--- src/logic/png_filter_pkg.sv ---
//----------------------------------------------------------------------
// png filter shared types: pixel layout, filter types, FSM states
//----------------------------------------------------------------------
package png_filter_pkg;

  // pixel layout, channel k sits in byte k
  localparam int chn_wd = 8;
  localparam int num_chn = 4;
  localparam int pxl_wd = chn_wd * num_chn;

  typedef logic [pxl_wd-1:0] pixel_t;

  // png filter type encoding
  typedef enum logic [2:0] {
    filt_none  = 3'd0,
    filt_sub   = 3'd1,
    filt_up    = 3'd2,
    filt_avg   = 3'd3,
    filt_paeth = 3'd4
  } filter_type_e;

  localparam int num_filt = 5;

  // read strobe to registered filtered write
  localparam int pipe_depth = 3;

  // row phases
  typedef enum logic [1:0] {
    st_idle    = 2'd0,
    st_measure = 2'd1,
    st_select  = 2'd2,
    st_apply   = 2'd3
  } ctrl_state_e;

  // filter type position in the row header word
  localparam int type_lsb = 24;

endpackage

--- src/logic/pixel_window_if.sv ---
//----------------------------------------------------------------------
// pixel neighborhood and residual bundles between the filter stages
//----------------------------------------------------------------------
`timescale 1ns/1ps

// x with left (a), up (b) and up-left (c) neighbors
interface pixel_window_if
  import png_filter_pkg::*;
();
  logic   valid;
  logic   measure;
  logic   first_col;
  pixel_t x;
  pixel_t a;
  pixel_t b;
  pixel_t c;

  modport src (output valid, measure, first_col, x, a, b, c);
  modport dst (input valid, measure, first_col, x, a, b, c);
endinterface

// one residual per filter type, indexed by filter_type_e
interface residual_if
  import png_filter_pkg::*;
();
  logic   valid;
  logic   measure;
  logic   first_col;
  pixel_t res [num_filt];

  modport src (output valid, measure, first_col, res);
  modport dst (input valid, measure, first_col, res);
endinterface

--- src/logic/paeth_predictor.sv ---
//----------------------------------------------------------------------
// paeth predictor for one channel
//----------------------------------------------------------------------
`timescale 1ns/1ps

module paeth_predictor
  import png_filter_pkg::*;
(
  input  logic [chn_wd-1:0] a_i,
  input  logic [chn_wd-1:0] b_i,
  input  logic [chn_wd-1:0] c_i,
  output logic [chn_wd-1:0] pred_o
);

  // distances of p = a + b - c to a, b and c
  logic signed [chn_wd+1:0] pa;
  logic signed [chn_wd+1:0] pb;
  logic signed [chn_wd+1:0] pc;
  logic        [chn_wd+1:0] da;
  logic        [chn_wd+1:0] db;
  logic        [chn_wd+1:0] dc;

  assign pa = $signed({2'b00, b_i}) - $signed({2'b00, c_i});
  assign pb = $signed({2'b00, a_i}) - $signed({2'b00, c_i});
  assign pc = $signed({2'b00, a_i}) + $signed({2'b00, b_i}) - $signed({1'b0, c_i, 1'b0});

  assign da = pa[chn_wd+1] ? -pa : pa;
  assign db = pb[chn_wd+1] ? -pb : pb;
  assign dc = pc[chn_wd+1] ? -pc : pc;

  // ties go to a first, then b
  always_comb begin
    if (da <= db && da <= dc) begin
      pred_o = a_i;
    end else if (db <= dc) begin
      pred_o = b_i;
    end else begin
      pred_o = c_i;
    end
  end

endmodule

--- src/logic/png_filter_ctrl.sv ---
//----------------------------------------------------------------------
// png filter control: row phase FSM, counters, FIFO read strobes
//----------------------------------------------------------------------
`timescale 1ns/1ps

module png_filter_ctrl
  import png_filter_pkg::*;
#(
  parameter int W_WD = 12,
  parameter int H_WD = 12
) (
  input  logic            clk,
  input  logic            rstn,
  input  logic [W_WD-1:0] cfg_w_i,
  input  logic [H_WD-1:0] cfg_h_i,
  input  logic            start_i,
  input  logic            val_i,
  input  logic            select_done_i,
  output logic            select_start_o,
  output logic            x_strobe_o,
  output logic            measure_o,
  output logic            first_col_o,
  output logic            first_row_o,
  output logic            fifo_pre_rd_val_o,
  output logic            fifo_cur_rd_val_o,
  output logic            done_o,
  output logic [H_WD-1:0] cnt_h_o
);

  localparam int DRAIN_WD = $clog2(pipe_depth + 1);

  ctrl_state_e         state_q;
  ctrl_state_e         state_d;
  logic [W_WD-1:0]     cnt_w_q;
  logic [H_WD-1:0]     cnt_h_q;
  logic [DRAIN_WD-1:0] drain_q;
  logic                tail_q;
  logic                last_col;
  logic                drain_end;

  assign last_col  = cnt_w_q == cfg_w_i - 1'b1;
  // tail is set after the last strobe of a phase, pipeline empty at drain_end
  assign drain_end = tail_q && (drain_q == DRAIN_WD'(pipe_depth));

  // one strobe per accepted pixel in measure, back to back in apply
  assign x_strobe_o = !tail_q &&
                      ((state_q == st_measure && val_i) || state_q == st_apply);
  assign measure_o   = state_q == st_measure;
  assign first_col_o = cnt_w_q == '0;
  assign first_row_o = cnt_h_q == '0;

  assign fifo_cur_rd_val_o = x_strobe_o && (state_q == st_apply);
  // no previous row exists on row 0
  assign fifo_pre_rd_val_o = x_strobe_o && !first_row_o;

  assign select_start_o = (state_q == st_measure) && drain_end;
  assign done_o         = (state_q == st_apply) && drain_end;
  assign cnt_h_o        = cnt_h_q;

  //--------------------------------------------------------------------
  // phase FSM
  //--------------------------------------------------------------------
  always_comb begin
    state_d = state_q;
    case (state_q)
      st_idle: begin
        if (start_i) state_d = st_measure;
      end
      st_measure: begin
        if (drain_end) state_d = st_select;
      end
      st_select: begin
        if (select_done_i) state_d = st_apply;
      end
      st_apply: begin
        if (drain_end) state_d = st_idle;
      end
      default: state_d = st_idle;
    endcase
  end

  always_ff @(posedge clk or negedge rstn) begin
    if (!rstn) begin
      state_q <= st_idle;
    end else begin
      state_q <= state_d;
    end
  end

  //--------------------------------------------------------------------
  // counters
  //--------------------------------------------------------------------
  // column position and drain after the last column
  always_ff @(posedge clk or negedge rstn) begin
    if (!rstn) begin
      cnt_w_q <= '0;
      tail_q  <= 1'b0;
      drain_q <= '0;
    end else if (x_strobe_o) begin
      cnt_w_q <= last_col ? '0 : cnt_w_q + 1'b1;
      if (last_col) begin
        tail_q  <= 1'b1;
        drain_q <= DRAIN_WD'(1);
      end
    end else if (drain_end) begin
      tail_q  <= 1'b0;
      drain_q <= '0;
    end else if (tail_q) begin
      drain_q <= drain_q + 1'b1;
    end
  end

  // row index, wraps after the last row of the image
  always_ff @(posedge clk or negedge rstn) begin
    if (!rstn) begin
      cnt_h_q <= '0;
    end else if (done_o) begin
      cnt_h_q <= (cnt_h_q == cfg_h_i - 1'b1) ? '0 : cnt_h_q + 1'b1;
    end
  end

endmodule

--- src/logic/pixel_window.sv ---
//----------------------------------------------------------------------
// pixel window: current pixel with a/b/c neighbors and edge zeroing
//----------------------------------------------------------------------
`timescale 1ns/1ps

module pixel_window
  import png_filter_pkg::*;
(
  input  logic   clk,
  input  logic   rstn,
  input  logic   x_strobe_i,
  input  logic   measure_i,
  input  logic   first_col_i,
  input  logic   first_row_i,
  input  pixel_t dat_i,
  input  pixel_t fifo_cur_rd_dat_i,
  input  pixel_t fifo_pre_rd_dat_i,
  output logic   fifo_cur_wr_val_o,
  output pixel_t fifo_cur_wr_dat_o,
  pixel_window_if.src win
);

  // strobe and tags lined up with the one cycle FIFO read latency
  logic   val_q;
  logic   meas_q;
  logic   fcol_q;
  logic   frow_q;
  pixel_t dat_q;
  pixel_t a_q;
  pixel_t c_q;

  always_ff @(posedge clk or negedge rstn) begin
    if (!rstn) begin
      val_q  <= 1'b0;
      meas_q <= 1'b0;
      fcol_q <= 1'b0;
      frow_q <= 1'b0;
    end else begin
      val_q  <= x_strobe_i;
      meas_q <= measure_i;
      fcol_q <= first_col_i;
      frow_q <= first_row_i;
    end
  end

  always_ff @(posedge clk) begin
    dat_q <= dat_i;
  end

  // measure pixels go straight on to the current-row FIFO
  assign fifo_cur_wr_val_o = val_q && meas_q;
  assign fifo_cur_wr_dat_o = dat_q;

  // x from the input in measure, re-read from the FIFO in apply
  assign win.x = meas_q ? dat_q : fifo_cur_rd_dat_i;
  assign win.b = frow_q ? '0 : fifo_pre_rd_dat_i;
  assign win.a = fcol_q ? '0 : a_q;
  assign win.c = (fcol_q || frow_q) ? '0 : c_q;

  assign win.valid     = val_q;
  assign win.measure   = meas_q;
  assign win.first_col = fcol_q;

  // last x becomes a, last b becomes c
  always_ff @(posedge clk) begin
    if (val_q) begin
      a_q <= win.x;
      c_q <= win.b;
    end
  end

endmodule

--- src/logic/filter_predictor.sv ---
//----------------------------------------------------------------------
// filter predictor: residuals of all five png filter types per channel
//----------------------------------------------------------------------
`timescale 1ns/1ps

module filter_predictor
  import png_filter_pkg::*;
(
  input logic clk,
  input logic rstn,
  pixel_window_if.dst win,
  residual_if.src     res
);

  wire pixel_t res_d [num_filt];

  genvar k;
  for (k = 0; k < num_chn; k++) begin : g_chn
    logic [chn_wd-1:0] x;
    logic [chn_wd-1:0] a;
    logic [chn_wd-1:0] b;
    logic [chn_wd-1:0] c;
    logic [chn_wd-1:0] pred;
    // 9 bit sum keeps the carry for the average
    logic [chn_wd:0]   ab_sum;

    assign x = win.x[k*chn_wd +: chn_wd];
    assign a = win.a[k*chn_wd +: chn_wd];
    assign b = win.b[k*chn_wd +: chn_wd];
    assign c = win.c[k*chn_wd +: chn_wd];
    assign ab_sum = a + b;

    paeth_predictor u_paeth (
      .a_i    (a),
      .b_i    (b),
      .c_i    (c),
      .pred_o (pred)
    );

    // all differences wrap modulo 256
    assign res_d[filt_none][k*chn_wd +: chn_wd]  = x;
    assign res_d[filt_sub][k*chn_wd +: chn_wd]   = x - a;
    assign res_d[filt_up][k*chn_wd +: chn_wd]    = x - b;
    assign res_d[filt_avg][k*chn_wd +: chn_wd]   = x - ab_sum[chn_wd:1];
    assign res_d[filt_paeth][k*chn_wd +: chn_wd] = x - pred;
  end

  always_ff @(posedge clk or negedge rstn) begin
    if (!rstn) begin
      res.valid     <= 1'b0;
      res.measure   <= 1'b0;
      res.first_col <= 1'b0;
    end else begin
      res.valid     <= win.valid;
      res.measure   <= win.measure;
      res.first_col <= win.first_col;
    end
  end

  always_ff @(posedge clk) begin
    if (win.valid) begin
      for (int i = 0; i < num_filt; i++) begin
        res.res[i] <= res_d[i];
      end
    end
  end

endmodule

--- src/logic/filter_cost_acc.sv ---
//----------------------------------------------------------------------
// filter cost accumulation over one row for every filter type
//----------------------------------------------------------------------
`timescale 1ns/1ps

module filter_cost_acc
  import png_filter_pkg::*;
#(
  parameter int COST_WD = 22
) (
  input  logic               clk,
  input  logic               rstn,
  residual_if.dst            res,
  output logic [COST_WD-1:0] cost_o [num_filt]
);

  genvar t;
  for (t = 0; t < num_filt; t++) begin : g_type
    // four channel costs, at most 4 x 255
    logic [chn_wd+1:0] pix_cost;

    always_comb begin
      logic [chn_wd-1:0] r;
      pix_cost = '0;
      for (int k = 0; k < num_chn; k++) begin
        r = res.res[t][k*chn_wd +: chn_wd];
        // signed magnitude for the predicting types
        if (t != filt_none && r[chn_wd-1]) begin
          r = {chn_wd{1'b1}} - r;
        end
        pix_cost = pix_cost + r;
      end
    end

    // sum restarts on column 0 of each row
    always_ff @(posedge clk or negedge rstn) begin
      if (!rstn) begin
        cost_o[t] <= '0;
      end else if (res.valid && res.measure) begin
        cost_o[t] <= (res.first_col ? '0 : cost_o[t]) + COST_WD'(pix_cost);
      end
    end
  end

endmodule

--- src/logic/filter_select.sv ---
//----------------------------------------------------------------------
// filter select: cheapest type search, header and filtered writes
//----------------------------------------------------------------------
`timescale 1ns/1ps

module filter_select
  import png_filter_pkg::*;
#(
  parameter int COST_WD = 22
) (
  input  logic               clk,
  input  logic               rstn,
  input  logic               select_start_i,
  input  logic [COST_WD-1:0] cost_i [num_filt],
  residual_if.dst            res,
  output logic               select_done_o,
  output logic               fifo_flt_wr_val_o,
  output pixel_t             fifo_flt_wr_dat_o
);

  // step 0 comes with select_start, steps 0..3 compare, step 4 writes
  logic [2:0]   step_q;
  filter_type_e best_q;
  filter_type_e cand;
  filter_type_e base;
  logic         cmp_en;
  logic         hdr_wr;
  logic         flt_wr;

  assign cand   = filter_type_e'(step_q + 3'd1);
  assign base   = select_start_i ? filt_none : best_q;
  assign cmp_en = select_start_i || (step_q inside {[3'd1:3'd3]});
  assign hdr_wr = step_q == 3'd4;
  assign flt_wr = res.valid && !res.measure;

  always_ff @(posedge clk or negedge rstn) begin
    if (!rstn) begin
      step_q            <= '0;
      best_q            <= filt_none;
      select_done_o     <= 1'b0;
      fifo_flt_wr_val_o <= 1'b0;
    end else begin
      if (select_start_i) begin
        step_q <= 3'd1;
      end else if (hdr_wr) begin
        step_q <= '0;
      end else if (step_q != '0) begin
        step_q <= step_q + 3'd1;
      end
      // strictly lower wins, so ties keep the lower type
      if (cmp_en) begin
        best_q <= (cost_i[cand] < cost_i[base]) ? cand : base;
      end
      select_done_o     <= hdr_wr;
      fifo_flt_wr_val_o <= hdr_wr || flt_wr;
    end
  end

  //--------------------------------------------------------------------
  // output word
  //--------------------------------------------------------------------
  always_ff @(posedge clk) begin
    if (hdr_wr) begin
      fifo_flt_wr_dat_o <= pixel_t'(best_q) << type_lsb;
    end else if (flt_wr) begin
      fifo_flt_wr_dat_o <= res.res[best_q];
    end
  end

endmodule

--- src/logic/png_filter_top.sv ---
//----------------------------------------------------------------------
// png scanline filter top: measure, select and apply per image row
//----------------------------------------------------------------------
`timescale 1ns/1ps

module png_filter_top
  import png_filter_pkg::*;
#(
  parameter int W_WD = 12,
  parameter int H_WD = 12
) (
  input  logic            clk,
  input  logic            rstn,
  input  logic [W_WD-1:0] cfg_w_i,
  input  logic [H_WD-1:0] cfg_h_i,
  input  logic            start_i,
  output logic            done_o,
  output logic [H_WD-1:0] cnt_h_o,
  input  logic            val_i,
  input  pixel_t          dat_i,
  output logic            fifo_cur_wr_val_o,
  output pixel_t          fifo_cur_wr_dat_o,
  output logic            fifo_cur_rd_val_o,
  input  pixel_t          fifo_cur_rd_dat_i,
  output logic            fifo_flt_wr_val_o,
  output pixel_t          fifo_flt_wr_dat_o,
  output logic            fifo_pre_rd_val_o,
  input  pixel_t          fifo_pre_rd_dat_i
);

  // room for a full row of worst case pixel costs
  localparam int COST_WD = chn_wd + 2 + W_WD;

  logic               x_strobe;
  logic               measure;
  logic               first_col;
  logic               first_row;
  logic               select_start;
  logic               select_done;
  logic [COST_WD-1:0] cost [num_filt];

  pixel_window_if win_if ();
  residual_if     res_if ();

  png_filter_ctrl #(
    .W_WD (W_WD),
    .H_WD (H_WD)
  ) u_ctrl (
    .clk               (clk),
    .rstn              (rstn),
    .cfg_w_i           (cfg_w_i),
    .cfg_h_i           (cfg_h_i),
    .start_i           (start_i),
    .val_i             (val_i),
    .select_done_i     (select_done),
    .select_start_o    (select_start),
    .x_strobe_o        (x_strobe),
    .measure_o         (measure),
    .first_col_o       (first_col),
    .first_row_o       (first_row),
    .fifo_pre_rd_val_o (fifo_pre_rd_val_o),
    .fifo_cur_rd_val_o (fifo_cur_rd_val_o),
    .done_o            (done_o),
    .cnt_h_o           (cnt_h_o)
  );

  pixel_window u_window (
    .clk               (clk),
    .rstn              (rstn),
    .x_strobe_i        (x_strobe),
    .measure_i         (measure),
    .first_col_i       (first_col),
    .first_row_i       (first_row),
    .dat_i             (dat_i),
    .fifo_cur_rd_dat_i (fifo_cur_rd_dat_i),
    .fifo_pre_rd_dat_i (fifo_pre_rd_dat_i),
    .fifo_cur_wr_val_o (fifo_cur_wr_val_o),
    .fifo_cur_wr_dat_o (fifo_cur_wr_dat_o),
    .win               (win_if)
  );

  filter_predictor u_predictor (
    .clk  (clk),
    .rstn (rstn),
    .win  (win_if),
    .res  (res_if)
  );

  filter_cost_acc #(
    .COST_WD (COST_WD)
  ) u_cost_acc (
    .clk    (clk),
    .rstn   (rstn),
    .res    (res_if),
    .cost_o (cost)
  );

  filter_select #(
    .COST_WD (COST_WD)
  ) u_select (
    .clk               (clk),
    .rstn              (rstn),
    .select_start_i    (select_start),
    .cost_i            (cost),
    .res               (res_if),
    .select_done_o     (select_done),
    .fifo_flt_wr_val_o (fifo_flt_wr_val_o),
    .fifo_flt_wr_dat_o (fifo_flt_wr_dat_o)
  );

endmodule

--- config.mk ---
export PLATFORM = sky130hd
export DESIGN_NAME = png_filter_top
export DESIGN_NICKNAME = d
export VERILOG_FILES = /design/src/logic/png_filter_pkg.sv /design/src/logic/pixel_window_if.sv /design/src/logic/paeth_predictor.sv /design/src/logic/png_filter_ctrl.sv /design/src/logic/pixel_window.sv /design/src/logic/filter_predictor.sv /design/src/logic/filter_cost_acc.sv /design/src/logic/filter_select.sv /design/src/logic/png_filter_top.sv
export SDC_FILE = /design/constraint.sdc
export NUM_CORES = 2
export LEC_CHECK = 0
export ABC_CLOCK_PERIOD_IN_PS = 14570
export BUFFER_PORTS_ARGS = -buffer_cell sky130_fd_sc_hd__buf_2
export CAP_MARGIN = 20
export CORE_ASPECT_RATIO = 1.25
export CORE_UTILIZATION = 55
export CTS_CLUSTER_SIZE = 40
export DETAILED_ROUTE_END_ITERATION = 10
export PLACE_DENSITY = 0.78
export SLEW_MARGIN = 30
export SYNTH_ARGS = -nofsm -noshare
export SYNTH_HDL_FRONTEND = slang
export SYNTH_SLANG_ARGS = --single-unit
--- constraint.sdc ---
create_clock -name clk -period 14.57 [get_ports clk]
set_clock_uncertainty 0.15 [all_clocks]
set_input_delay 2.914 -clock clk [delete_from_list [all_inputs] [get_ports clk]]
set_output_delay 2.914 -clock clk [all_outputs]
set_load 0.01 [all_outputs]
# [After elaboration in Yosys (flattened, before gate mapping)]
# Index checks and enable logic that the tools add are counted.
[word_totals] register_bits=410 latchBits=0 ram_bits=0 rom_bits=0 inputBits=124 out_inout_bits=81 word_cells=261 memories=0
[op_classes] n_addsub=90 n_mul=0 div=0 magnitude_cmp=18 eq_ne=12 shifts=0 muxes=75 bitwise_logic=3 reduce_logical=33
[op_table] operator="22-bit 2-to-1 mux" count=9
[op_table] operator="32-bit 2-to-1 mux" count=6
[op_table] operator="8-bit 2-to-1 mux" count=24
[op_table] operator="22-bit binary-select mux with 3-bit select" count=2
[op_table] operator="8-bit subtractor" count=16
[op_table] operator="8-bit subtractor (first input constant)" count=16
[op_table] operator="10-bit <= comparator" count=12
[op_table] operator="10-bit 2-to-1 mux" count=12
[op_table] operator="8-bit by 8-bit adder with 9-bit output" count=13
[op_table] operator="22-bit by 10-bit adder with 22-bit output" count=5
[op_table] operator="10-bit by 8-bit adder with 10-bit output" count=10
[op_table] operator="32-bit binary-select mux with 3-bit select" count=1
[op_table] operator="10-bit negator" count=8
[op_table] operator="8-bit by 8-bit subtractor with 9-bit output" count=8
[op_table] operator="27-bit 2-to-1 mux" count=2
[op_table] operator="9-bit negator with 10-bit output" count=4
[op_table] operator="9-bit by 9-bit subtractor with 10-bit output" count=4
[op_table] operator="12-bit by 1-bit adder with 12-bit output (second input constant)" count=2
[op_table] operator="12-bit equality test" count=2
[op_table] operator="12-bit zero test" count=2
[op_table] operator="12-bit 2-to-1 mux" count=2
[op_table] operator="12-bit by 1-bit subtractor with 12-bit output (second input constant)" count=2
[op_table] operator="22-bit less-than comparator" count=1
[op_table] operator="2-bit 2-to-1 mux" count=8
[op_table] operator="other kinds (22)" count=60

# [Logic depth before layout (Yosys ltp)]
[logic_depth] ltp_word=10 mapped_depth=38 ltp_nobuf=36

# [Cells and area by module]
# From an unflattened synthesis, not the netlist that was laid out.
[unflattened] hier_cells=4513 area_unflattened_um2=43186.4
[modules_own_cells] module="filter_cost_acc" n_inst=1 cells_each=1171 area_per_inst_um2=10996.8
[modules_own_cells] module="filter_predictor" n_inst=1 cells_each=889 area_per_inst_um2=10503.8
[modules_own_cells] module="filter_select" n_inst=1 cells_each=526 area_per_inst_um2=4652.0
[modules_own_cells] module="pixel_window" n_inst=1 cells_each=247 area_per_inst_um2=3920.0
[modules_own_cells] module="paeth_predictor (u_predictor.g_chn[3].u_paeth)" n_inst=1 cells_each=356 area_per_inst_um2=2836.5
[modules_own_cells] module="paeth_predictor (u_predictor.g_chn[2].u_paeth)" n_inst=1 cells_each=357 area_per_inst_um2=2678.8
[modules_own_cells] module="paeth_predictor (u_predictor.g_chn[0].u_paeth)" n_inst=1 cells_each=340 area_per_inst_um2=2600.0
[modules_own_cells] module="paeth_predictor (u_predictor.g_chn[1].u_paeth)" n_inst=1 cells_each=327 area_per_inst_um2=2549.9
[modules_own_cells] module="png_filter_ctrl" n_inst=1 cells_each=300 area_per_inst_um2=2448.6

# [Worst setup path after synthesis]
# No wires, ideal clock.
[synth_timing] kind="input -> register" startpoint="input port fifo_pre_rd_dat_i[10]" endpoint="register u_predictor.res.res[15], data pin" setup_ns=0.260 t_arrival_ns=8.765 setup_slack_ns=5.395 cell_stages=32 path_cell_list="nor2b_1 inv_1 fa_1 inv_1 ha_1 nor2b_1 o31ai_1 xnor2_1 or3b_2 nor3b_1 nor2_1 xor2_1 ha_1 nand3_1 nor2_1 a221oi_1 a211oi_1 o21bai_1 a2bb2oi_1 clkbuf_1 nand2_1 o211ai_1 o21ai_1 ha_1 o21ai_0 nand2b_1 a21o_1 a21o_1 a21o_1 a21oi_1 xnor2_1 xnor2_1"
[synth_rtl] item="start, declared" line="png_filter_top.sv:28" text="input pixel_t fifo_pre_rd_dat_i"
[synth_rtl] item="end signal, assigned by index" line="filter_predictor.sv:63" text="res.res[i] <= res_d[i];"
[synth_rtl] item="end, declared" line="pixel_window_if.sv:31" text="modport src (output valid, measure, first_col, res);"

==> results.md <==
- CTS tree: done
- Worst hold path depth: 2
- Max-capacitance violation count: 0
- Gr ovfl total: 0
- Setup crit end kind: register
- Port-buffer cells: 204
- CP max stage cell: fa_1
- Clock Path Buffers: 3
- Die H: 305.9 um
- Core area: 73190 sq um
- CTS sink count: 410
- Initial antenna violation count: 0
- Drt pass-1 iters: 8
- DR vias/cell: 5.911
- DRT antenna net count: 0
- Fillers: 6155
- Clk_lat worst skew: 0.64 ns
- Mapped cell area: 40640 sq um
- Post-CTS Setup Bufs: 0
- RSZ-0062 raised after global routing: false
- Area delta synth->final: 9.076%
- Max frequency: 108.1 MHz
- Inserted Clock Buffers: 47
- Setup TNS Final: 0 ns
- DR vias: 32980
- Layout cells sized above 1: 8.748%
- # rows: 111
- Syn. warnings: 0
- First-pass GRT wire length: 173.2 mm
- R2R Setup Slk: 6.49 ns
- Post-synth EDFFs: 195
- Worst Tran Pin Value: 0.9169 ns
- H-tree levels: 2
- Async S/R FF share, synth: 37.56%
- Synth unique cells: 88
- Vias in the first global route: 32560
- Clock Tree Root: clkbuf_16
- Chip width: 245.1 um
- Register area: 10940 sq um
- Failing checks: DRC
- Ports: 205
- Post-Synthesis Cells: 4424
- Largest net degree at the start of global routing: 86
- Post-synthesis sequential area ratio: 26.90%
- Nets: 5325
- #FFs+latches synth: 410
- CTS-repair resized insts: 0
- Final min period: 9.251 ns
- Initial Util: 55.53%
- Worst Setup Start Kind: primary input
- CP Max Fanout: 14
- Multi-input logic area: 27770 sq um
- DRT iter0 DRCs: 2309
- Final GP Congestion: 0.9583
- Final Cycle Share: 63.49%
- Data required, critical path: 14.78 ns
- Data arrival time of the critical path: 9.46 ns
- Reg2Reg Depth: 34
- WL final: 109.8 mm
- Kind of critical path: in2reg
- Worst Hold Class: reg2reg
- Routed wire per std cell: 19.69 um
- # setup viols final: 0
- DRC viols: 4
- Largest stage delay, worst path: 0.56 ns
- Syn avg cell area: 9.186 sq um
- Die area: 74990 sq um
- Status: finished with violations
- Clock transition at path regs: 0.06 ns
- Dominant synthesized flop cell: edfxtp_1
- Detailed placer's ending HPWL: 85.87 mm
- Cts hold-fix bufs: 0
- GR Util All Layers: 29.17%
- Final hold vios: 0
- Fin. max-slew vios: 0
- Worst slew margin: 38.87%
-- sequential cells by signal (all words and copies together) (netlist names), 2 cells and up --
signal	cells
u_predictor.res.res	160
u_cost_acc.cost_o	110
u_select.fifo_flt_wr_dat_o	32
u_window.c_q	32
u_window.fifo_cur_wr_dat_o	32
u_ctrl.cnt_h_o	12
u_ctrl.cnt_w_q	12
u_select.best_q	3
u_select.step_q	3
u_ctrl.drain_q	2
u_ctrl.state_q	2
-- worst max-delay path, delay by kind of cell --
| family | cells | cell delay (ns) |
|---|---|---|
| AND/OR/NAND/NOR | 9 | 1.72 |
| AO/OA/AOI/OAI | 12 | 2.21 |
| adder cells (fa/ha/maj) | 4 | 1.45 |
| XOR/XNOR | 4 | 0.66 |
| buffers and inverters | 4 | 0.47 |
-- Yosys cell counts (all sizes together), types with 96 or more instances --
cell	n	area, sq um
fa	107	2142
ha	514	6431
xnor2	260	2277
nand2b	136	850.8
dfrtp	154	3854
o21ai	220	1105
nor2b	142	888.4
a21o	132	991.0
xor2	301	2644
mux2i	96	960.9
nand2	276	1036
edfxtp	195	5856
a21oi	292	1469
inv	397	1490
clkbuf	123	461.7
nor2	229	859.6
-- routing by layer --
metal / share of wire, % / GRT usage [%] / up-vias
met5: 0 / 0 / -
met4: 6.4 / 17.06 / 0
met3: 4.7 / 3.808 / 315
met2: 48 / 49.68 / 915
met1: 41 / 35.10 / 15830
li1: - / - / 15920
-- metrics by stage --
| stage | instance area [sq um] | hold slack, ns | utilization, % | setup slack (ns) | instances |
|---|---|---|---|---|---|
| 3_5_place_dp | 42640 | 0.3423 | 58.26 | 4.732 | 5491 |
| 6_report | 44330 | 0.3451 | 60.57 | 5.319 | 5579 |
| 3_3_place_gp | 42640 | 0.3366 | 58.26 | 4.758 | 5491 |
| 2_1_floorplan | 40690 | 0.2019 | - | 5.395 | 4438 |
| 4_1_cts | 44320 | 0.3507 | 60.55 | 5.337 | 5578 |
| 5_1_grt | 44330 | 0.3723 | 60.56 | 4.743 | 5578 |
-- placed cells by master, fill, tap and decap left out, drive strengths merged, types with 11 or more instances in the layout --
cell type | synthesis | layout
a211oi | 71 | 71
a21o | 132 | 132
a21oi | 292 | 292
a22oi | 56 | 56
a31oi | 16 | 16
and2 | 24 | 24
and3 | 24 | 24
buf | 15 | 231
clkbuf | 123 | 59
clkinv | 1 | 17
conb | 2 | 16
dfrtp | 154 | 154
dfxtp | 61 | 61
edfxtp | 195 | 195
fa | 107 | 107
ha | 514 | 514
inv | 397 | 401
mux2 | 26 | 26
mux2i | 96 | 96
mux4 | 32 | 32
nand2 | 276 | 276
nand2b | 136 | 136
nand3 | 80 | 80
nand4 | 41 | 41
nor2 | 229 | 229
nor2b | 142 | 142
nor3 | 43 | 43
nor3b | 18 | 18
nor4 | 17 | 17
o211ai | 31 | 31
o21a | 22 | 22
o21ai | 220 | 220
o21bai | 81 | 81
o22ai | 34 | 34
o31ai | 17 | 17
or2 | 12 | 12
or3 | 11 | 11
xnor2 | 260 | 260
xor2 | 301 | 301
-- layout make-up --
class                   instances  area share (%)
repair buffers                231           2.800
inverters                     398           3.370
clock buffers                  59           2.986
multi-input cells            3492           62.65
flip-flops and latches        410           24.68
well taps                     960           2.710
diodes                          1        0.005645
clock inverters                28          0.7931
-- path summary, 6_finish.rpt --
path	startpoint	end
max	fifo_pre_rd_dat_i[10]	u_predictor.res.res[15]
min	u_select.fifo_flt_wr_dat_o[31]	u_select.fifo_flt_wr_dat_o[31]
max reg2reg	u_window.win.first_col	u_predictor.res.res[7]
min reg2reg	u_select.fifo_flt_wr_dat_o[31]	u_select.fifo_flt_wr_dat_o[31]
max in group asynchronous	rstn	u_window.win.measure
min in group asynchronous	rstn	u_cost_acc.cost_o[109]
-- kinds of logic after synthesis --
| group | count (synthesis) | share of synthesized area [%] |
|---|---|---|
| and+or+nand+nor | 1087 | 13.47 |
| buffers and inverters | 536 | 4.966 |
| xor gates and xnor gates | 562 | 12.17 |
| other | 2 | 0.01848 |
| AOI/OAI and AO/OA | 1049 | 16.45 |
| adders and majority gates | 624 | 21.17 |
| muxes | 154 | 4.858 |
| DFF | 410 | 26.90 |
Power is left out: the tool's default activity adds up to more than one toggle a clock period on the data nets, which glitch-free logic cannot reach.
